## src/light_grid_pkg.sv

```systemverilog
`default_nettype none

package light_grid_pkg;

    localparam int ROWS = 1000;
    localparam int COLS = 1000;
    localparam int POSITION_WIDTH = 12;

    // Grid memory is cut into vertical slices of RAM_DATA_WIDTH columns
    localparam int RAM_DATA_WIDTH = 32;
    localparam int RAM_INSTANCES = (COLS + RAM_DATA_WIDTH - 1) / RAM_DATA_WIDTH;
    localparam int RAM_ADDR_WIDTH = $clog2(ROWS);

    localparam int LIT_COUNT_WIDTH = $clog2(ROWS * COLS + 1); // Up to one million
    localparam int FIFO_DEPTH = 4;

    typedef enum logic [1:0] {
        TURN_OFF = 2'b00,
        TOGGLE   = 2'b01,
        TURN_ON  = 2'b11
    } operation_t;

    typedef logic [POSITION_WIDTH-1:0] position_t;

    // Corners are inclusive
    typedef struct packed {
        logic       last;
        logic       valid;  // Clear means no grid change
        operation_t operation;
        position_t  start_row;
        position_t  start_col;
        position_t  end_row;
        position_t  end_col;
    } instruction_t;

    typedef logic [LIT_COUNT_WIDTH-1:0] lit_count_t;

endpackage

`default_nettype wire

```

## src/instr_fifo.sv

```systemverilog
`timescale 1ns/1ps
`default_nettype none

module instr_fifo #(
    parameter int DEPTH = 4
)(
    input  wire                           clk,
    input  wire                           reset,
    input  wire                           in_valid,
    output logic                          in_ready,
    input  wire light_grid_pkg::instruction_t in_data,
    output logic                          out_valid,
    input  wire                           out_ready,
    output light_grid_pkg::instruction_t  out_data
);

light_grid_pkg::instruction_t mem [DEPTH];
logic [$clog2(DEPTH)-1:0] rd_ptr, wr_ptr;
logic [$clog2(DEPTH+1)-1:0] count, count_next;
logic push, pop;

assign push = in_valid && in_ready;
assign pop = out_valid && out_ready;
assign out_valid = (count != '0);   // Pushed entry visible one edge later
assign out_data = mem[rd_ptr];

always_comb begin: next_occupancy
    count_next = count;
    if (push && !pop) begin
        count_next = count + 1'b1;
    end else if (!push && pop) begin
        count_next = count - 1'b1;
    end
end

always_ff @(posedge clk) begin
    if (push) mem[wr_ptr] <= in_data;
end

always_ff @(posedge clk) begin: pointers
    if (reset) begin
        rd_ptr <= '0;
        wr_ptr <= '0;
        count <= '0;
        in_ready <= 1'b0;
    end else begin
        if (push) wr_ptr <= (wr_ptr == DEPTH - 1) ? '0 : wr_ptr + 1'b1;
        if (pop) rd_ptr <= (rd_ptr == DEPTH - 1) ? '0 : rd_ptr + 1'b1;
        count <= count_next;
        in_ready <= (count_next != DEPTH); // Back-pressure only when full
    end
end

// Pointers and occupancy must agree at both ends
no_push_full: assert property (@(posedge clk) disable iff (reset)
    (count == DEPTH) |-> (rd_ptr == wr_ptr) && !push)
    else $error("instr_fifo: push while full");

no_pop_empty: assert property (@(posedge clk) disable iff (reset)
    (count == '0) |-> (rd_ptr == wr_ptr) && !pop)
    else $error("instr_fifo: pop while empty");

endmodule

`default_nettype wire

```

## config.mk

```make
export PLATFORM = sky130hd
export DESIGN_NAME = instr_fifo
export DESIGN_NICKNAME = d
export VERILOG_FILES = /design/src/light_grid_pkg.sv /design/src/instr_fifo.sv
export SDC_FILE = /design/constraint.sdc
export NUM_CORES = 1
export LEC_CHECK = 0
export BUFFER_PORTS_ARGS = -buffer_cell sky130_fd_sc_hd__buf_4
export CORE_UTILIZATION = 52
export DETAILED_ROUTE_END_ITERATION = 6
export PLACE_DENSITY = 0.72
export SYNTH_ARGS = -nofsm -noshare
export SYNTH_HDL_FRONTEND = slang
export SYNTH_SLANG_ARGS = --single-unit
```

## constraint.sdc

```tcl
create_clock -name clk -period 3.1 [get_ports clk]
set_input_delay 0.62 -clock clk [delete_from_list [all_inputs] [get_ports clk]]
set_output_delay 0.62 -clock clk [all_outputs]
set_load 0.005 [all_outputs]
```

==> out/results.md, run 1 <==
- status: finished clean
- Synth top area share: 77.9%
- root cell of the clock tree: sky130_fd_sc_hd__clkbuf_16
- count of mapped cells out of synthesis: 329
- data required time at the worst endpoint: 2.48 ns
- number of placed instances with taps included: 622
- Worst Path Arrival: 2.17 ns
- per-cell routed wire length: 21.2 microns
- Critical Path, Cell by Cell: buf_4, mux4_2, buf_4
- startpoint of the worst-slack reg-to-reg timing path: wr_ptr[0]
- Clock Sink Count: 218
- core region area: 0.0151 sq mm
- number of resized instances in the post-cts repair step: 0
- number of cells on the worst reg-to-reg path: 3
- hold-critical path depth: 1
- post-synthesis cell area: 0.00802 sq mm
- combinational cell fraction of total power: 20.7%
- Int Pwr: 5800 uW
- placement row count: 45
- CP endpoint kind: output pin
- CTS tree: yes
- final number of hold-violating endpoints: 0
- Max Transition Viols Final: 0
- syn_nets: 393
- area enclosed by the die boundary: 0.0159 sq mm
- maximum buffer depth of the clock tree: 3
- RR Endpoint: mem[3][50]
- weighted congestion reported at the end of routability-driven placement: 0.722
- clock power share: 32.4%
- detail-routed via count per cell: 5.52
- total power per unit cell area: 773 mW/mm^2
- Sum Neg Setup Slack: 0 ns
- category of the critical setup timing path: flop to output pin
- leading post-synthesis cells by cell area: sky130_fd_sc_hd__edfxtp_1 (78%), sky130_fd_sc_hd__mux4_2 (15%), sky130_fd_sc_hd__dfxtp_1 (2.5%)
- Synth Warn #: 0
- worst relative slew slack: 66.6%
- most frequent cells after synthesis: sky130_fd_sc_hd__edfxtp_1 (208), sky130_fd_sc_hd__mux4_2 (52), sky130_fd_sc_hd__dfxtp_1 (10), sky130_fd_sc_hd__ha_1 (8), sky130_fd_sc_hd__buf_2 (6)
- pin count of the biggest net entering global routing: 41
- fraction of layout cells with a size suffix above 1: 44.4%
- total number of H-tree levels: 1
- CP Launch Type: flop
- slew at the pin closest to its max-slew limit: 0.501 ns
- synth unique cells: 25
- Worst-Skew Late Latency: 0.50 ns
- number of global-route vias before repair: 3886
- post-placement worst setup slack: 0.785 ns
- minimum setup slack among reg-to-reg paths: 1.41 ns
- largest stage delay on the critical path: 0.57 ns
- initial antenna violation count: 0
- DIE HEIGHT: 126 microns
- number of nets in the final layout: 523
- maximum capacitance violations: 0
- number of enable-type register cells in the synthesized netlist: 208
- average footprint of a synthesized cell: 24.4 sq um
- most used flip-flop cell after synthesis: sky130_fd_sc_hd__edfxtp_1
- Crit path top cell by count: sky130_fd_sc_hd__buf_4
- overall power after layout: 7580 uW
- count of antenna-violating nets left after detailed routing: 0
- Layout Cells excl Fill: 663
- Hold Startpoint: in_data[51]
- leading area contributor after synthesis: sky130_fd_sc_hd__edfxtp_1
- setup repair after global routing missed its margin: no
- min cycle time layout: 2.79 ns
- Area growth syn-to-layout: 22.3%
- Hold Path Class: input pin to flop
- crit-path leading delay family: flip-flops
- endpoint of the worst hold-timing path: mem[3][51]
- routed via count: 3659
- register area share after synthesis: 80.4%
- number of port buffers: 109
- portion of total power attributed to sequential cells: 46.9%
- top-level I/O count: 110
- Starting Density: 53.0%
- Slowest cell on crit path: sky130_fd_sc_hd__dfxtp_4
- first-pass GRT wire length: 21800 microns
- post-cts hold buffer count: 0
- post-CTS setup-driven buffer insertion count: 0
- Global Route Usage Sum: 18.4%
- Setup WS post-layout: 0.308 ns
- #FFs+latches synth: 218
- P_leak: 0.00333 uW
- NetSw: 1780 uW
- length of the first detailed-routing pass in iterations: 4
- top-count cell post-synth: sky130_fd_sc_hd__edfxtp_1
- diode count: 0
- Total Routed Length: 14100 microns
- clock slew at reported path FFs: 0.06 ns
- crit path max fanout: 17
- DP HPWL: 8570 microns
- final routed DRC violation total: 0
- IR Drop Worst-Case VDD: 597 uV
- highest attainable clock frequency: 358 MHz
- number of violations reported at the end of detailed-routing iteration 0: 171
- total congestion overflow: 0
- Sw Ratio: 23.5%
- number of buffers added by the clock tree synthesis step: 23
- setup clock skew after layout: 0.00826 ns
- die span in x: 126 microns
- Finish-stage setup viols: 0
- Async S/R FF share, synth: 0%
- share of the cycle needed by the critical path after routing: 90.1%
- Critical path buffers and inverters: 2
==> cells in the final DEF, fill, tap and decap left out, types with 2 or more instances in the layout <==
cell / netlist / layout
sky130_fd_sc_hd__clkinv_2: 0 / 4
sky130_fd_sc_hd__dfxtp_1: 10 / 8
sky130_fd_sc_hd__a21oi_1: 4 / 4
sky130_fd_sc_hd__edfxtp_1: 208 / 208
sky130_fd_sc_hd__ha_1: 8 / 8
sky130_fd_sc_hd__maj3_2: 2 / 2
sky130_fd_sc_hd__mux4_2: 52 / 52
sky130_fd_sc_hd__nor3_1: 2 / 2
sky130_fd_sc_hd__inv_1: 5 / 5
sky130_fd_sc_hd__nor2_1: 4 / 4
sky130_fd_sc_hd__and3_2: 0 / 4
sky130_fd_sc_hd__nand2_1: 4 / 4
sky130_fd_sc_hd__buf_4: 5 / 114
sky130_fd_sc_hd__nand2_2: 2 / 2
sky130_fd_sc_hd__clkinv_1: 0 / 5
sky130_fd_sc_hd__buf_12: 0 / 4
sky130_fd_sc_hd__clkbuf_1: 0 / 7
sky130_fd_sc_hd__clkbuf_16: 0 / 23
sky130_fd_sc_hd__xnor2_1: 2 / 2
==> cell type report <==
type	count	area (sq um)
Inverter	5	18.8
Clock buffer	30	602
Clock inverter	11	77.6
Sequential cell	218	6450
Multi-Input combinational cell	93	1490
Tap cell	188	235
Timing Repair Buffer	118	936
Fill cell	1027	5340
==> metrics by stage <==
stage,utilization [%],instance area (sq um),hold WS (ns)
after floorplan,-,8020,0.454
after global placement,60.3,9130,0.462
after detailed placement,60.3,9130,0.485
after CTS,64.7,9810,0.299
after global routing,64.7,9810,0.297
final,64.7,9810,0.321
==> worst reg2reg max path, stage by stage, from the launching register on <==
cell and delay (ns):
sky130_fd_sc_hd__dfxtp_1 0.40, sky130_fd_sc_hd__ha_1 0.19, sky130_fd_sc_hd__and3_2 0.45, sky130_fd_sc_hd__buf_12 0.31
==> logic make-up (layout without fill, tap and decap cells) <==
| logic type | after synthesis | in the layout | synth area share (%) |
|---|---|---|---|
| muxes | 53 | 53 | 14.7 |
| xor gates and xnor gates | 3 | 3 | 0.328 |
| buffers and inverters | 18 | 164 | 1.17 |
| adders and majority gates | 10 | 10 | 1.53 |
| and+or+nand+nor | 21 | 21 | 1.48 |
| DFF | 218 | 218 | 80.4 |
| AOI/OAI and AO/OA | 6 | 6 | 0.390 |
==> routing by layer <==
layer | GRT usage, % | vias to the layer above | wire length (microns)
met5 | 0 | - | 0
met4 | 4.75 | 0 | 277
met3 | 4.38 | 25 | 807
met2 | 30.5 | 108 | 7130
met1 | 24.7 | 1882 | 5870
li1 | - | 1644 | -
==> power by group through the flow <==
stage / clock [uW] / combinational, uW / sequential [uW]
2_1_floorplan: 0 / 955 / 3550
3_3_place_gp: 0 / 1570 / 3600
3_5_place_dp: 0 / 1600 / 3620
4_1_cts: 2520 / 1600 / 3560
5_1_grt: 2630 / 1700 / 3580
6_report: 2460 / 1570 / 3550
==> state kept, by name, indices dropped and copies added (netlist names), named ones only <==
signal and cells:
in_ready 1, wr_ptr 2, rd_ptr 2, mem 208, count 3
==> how the worst max path moves through the flow <==
stage                     slack, ns      endpoint     start  cells after the start
after floorplan                0.78     mem[1][0]  in_valid                      1
after global placement         0.80   out_data[5]      flop                      3
after detailed placement       0.78  out_data[21]      flop                      3
after CTS                      0.22   out_data[6]      flop                      3
after global routing           0.17   out_data[6]      flop                      3
final                          0.31   out_data[6]      flop                      3
(Power assumes the default switching activity.)
==> run 2: changes to the inputs <==
--- a/config.mk
+++ b/config.mk
@@ -8,7 +8,8 @@
 export BUFFER_PORTS_ARGS = -buffer_cell sky130_fd_sc_hd__buf_4
 export CORE_UTILIZATION = 52
 export DETAILED_ROUTE_END_ITERATION = 6
-export PLACE_DENSITY = 0.72
+export GPL_TIMING_DRIVEN = 0
+export PLACE_DENSITY = 0.78
 export SYNTH_ARGS = -nofsm -noshare
 export SYNTH_HDL_FRONTEND = slang
 export SYNTH_SLANG_ARGS = --single-unit
==> run 2 against run 1 <==
Compared with the run above: first-iteration DRC count rose by 17%; cell count rose by 0.45%; flip-flop and latch count did not move; clock power fell by 2%; fmax rose by 6.6%; utilization barely moved; worst hold slack improved by 0.014 ns; via count rose by 0.27%; global-route usage fell by 0.68 points; worst setup slack improved by 0.17 ns; die area did not move; critical endpoint is now out_data[31]; largest cell class unchanged; largest power group unchanged; highest routed layer unchanged.
==> out/results.md, run 2 (synthesized netlist as in run 1, its figures left out) <==
- CP Launch Type: flop
- Global Route Usage Sum: 17.7%
- Max Transition Viols Final: 0
- critical path capture point: out_data[31]
- core region area: 0.0151 sq mm
- sequential cell area: 0.00645 sq mm
- Clock Sink Count: 218
- maximum buffer depth of the clock tree: 3
- DP HPWL: 8310 microns
- number of port buffers: 108
- flip-flop count of the largest register after layout: 208
- Worst Path Arrival: 2.00 ns
- Finish-stage setup viols: 0
- fraction of layout cells with a size suffix above 1: 43.9%
- post-CTS setup-driven buffer insertion count: 0
- number of global-route vias before repair: 3953
- post-cts hold buffer count: 0
- P_leak: 0.00333 uW
- minimum setup slack among reg-to-reg paths: 1.17 ns
- final number of hold-violating endpoints: 0
- number of placed instances with taps included: 628
- Top Registers: mem (208), count (3)
- pin count of the biggest net entering global routing: 53
- startpoint of the worst-slack reg-to-reg timing path: wr_ptr[0]
- length of the first detailed-routing pass in iterations: 4
- number of cells on the worst reg-to-reg path: 4
- clock slew at reported path FFs: 0.06 ns
- most common library cell in the layout ignoring fill and taps: sky130_fd_sc_hd__edfxtp_1
- detail-routed via count per cell: 5.51
- die span in x: 126 microns
- crit path max fanout: 10
- Worst-Skew Late Latency: 0.48 ns
- number of nets in the final layout: 528
- RR Endpoint: mem[0][18]
- fraction of the core area covered by cells at the end of the flow: 64.7%
- highest attainable clock frequency: 382 MHz
- number of buffers added by the clock tree synthesis step: 22
- total number of H-tree levels: 1
- overall power after layout: 7550 uW
- Hold Path Class: input pin to flop
- Total Routed Length: 13600 microns
- number of fillers in the final layout: 994
- root cell of the clock tree: sky130_fd_sc_hd__clkbuf_16
- DIE HEIGHT: 126 microns
- first-pass GRT wire length: 21100 microns
- initial antenna violation count: 0
- category of the critical setup timing path: flop to output pin
- area enclosed by the die boundary: 0.0159 sq mm
- number of violations reported at the end of detailed-routing iteration 0: 200
- top-level I/O count: 110
- per-cell routed wire length: 20.4 microns
- Largest Register: mem
- Starting Density: 53.0%
- final routed DRC violation total: 0
- share of the cycle needed by the critical path after routing: 84.5%
- diode count: 0
- CTS tree: yes
- Area growth syn-to-layout: 22.2%
- total congestion overflow: 0
- placed cell area: 0.00914 sq mm
- maximum capacitance violations: 0
- data required time at the worst endpoint: 2.48 ns
- count of antenna-violating nets left after detailed routing: 0
- worst relative slew slack: 45.1%
- CP endpoint kind: output pin
- placement row count: 45
- number of resized instances in the post-cts repair step: 0
- final non-filler cell area: 0.00980 sq mm
- slew at the pin closest to its max-slew limit: 0.824 ns
- setup clock skew after layout: 0.00767 ns
- status: finished clean
- Layout Cells excl Fill: 666
- total power per unit cell area: 770 mW/mm^2
- post-placement worst setup slack: 0.939 ns
- routed via count: 3669
- IR Drop Worst-Case VDD: 578 uV
- min cycle time layout: 2.62 ns
- weighted congestion reported at the end of routability-driven placement: 0.697
- Multi-input gate area: 0.00149 sq mm
- highest-count cells in the layout ignoring fill and taps: sky130_fd_sc_hd__edfxtp_1 (208), sky130_fd_sc_hd__buf_4 (113), sky130_fd_sc_hd__mux4_2 (52)
- setup repair after global routing missed its margin: no
- Setup WS post-layout: 0.481 ns
==> run 2: cell count changes in the layout (fill, tap and decap cells not counted), moves of 2 or more <==
cell / delta
sky130_fd_sc_hd__buf_2: +6
sky130_fd_sc_hd__buf_1: +2
sky130_fd_sc_hd__clkinv_2: -3
sky130_fd_sc_hd__dfxtp_1: +2
==> run 2: power breakdown <==
part           internal [uW]  switching, uW  total [uW]
clock                   1430            985        2420
combinational            925            703        1630
sequential              3440           64.3        3500
==> run 2: worst min-delay path by stage <==
stage	slack [ns]	endpoint	start	depth (start not counted)
floorplan	0.45	flop	rd_ptr[1]	2
global placement	0.47	rd_ptr[1]	rd_ptr[1]	2
detailed placement	0.50	rd_ptr[1]	rd_ptr[1]	2
CTS	0.31	mem[1][49]	in_data[49]	1
global route	0.31	mem[3][49]	in_data[49]	1
finish	0.33	mem[3][40]	in_data[40]	1
==> run 2: worst max-delay path, stage by stage, from the launching register on <==
cell and delay, ns:
sky130_fd_sc_hd__dfxtp_1 0.31, sky130_fd_sc_hd__buf_1 0.31, sky130_fd_sc_hd__buf_2 0.36, sky130_fd_sc_hd__mux4_2 0.39, sky130_fd_sc_hd__buf_4 0.16
==> run 2: per-layer routing <==
metal | track usage (%) | wire length (microns) | vias up | share of wire [%]
li1 | - | - | 1655 | -
met1 | 23.4 | 5490 | 1890 | 40
met2 | 29.9 | 7100 | 110 | 52
met3 | 4.16 | 880 | 14 | 6.5
met4 | 4.46 | 125 | 0 | 0.92
met5 | 0 | 0 | - | 0
==> run 2: final cells by class <==
class,instances,area share (%)
flip-flops and latches,218,65.8
multi-input cells,93,15.2
repair buffers,111,8.89
clock buffers,30,6.14
well taps,188,2.40
plain buffers,13,0.766
clock inverters,8,0.626
inverters,5,0.192
==> run 2: metrics by stage <==
stage	setup TNS, ns	hold slack [ns]
2_1_floorplan	0	0.454
3_3_place_gp	-54.78	0.472
3_5_place_dp	0	0.500
4_1_cts	0	0.314
5_1_grt	0	0.312
6_report	0	0.335
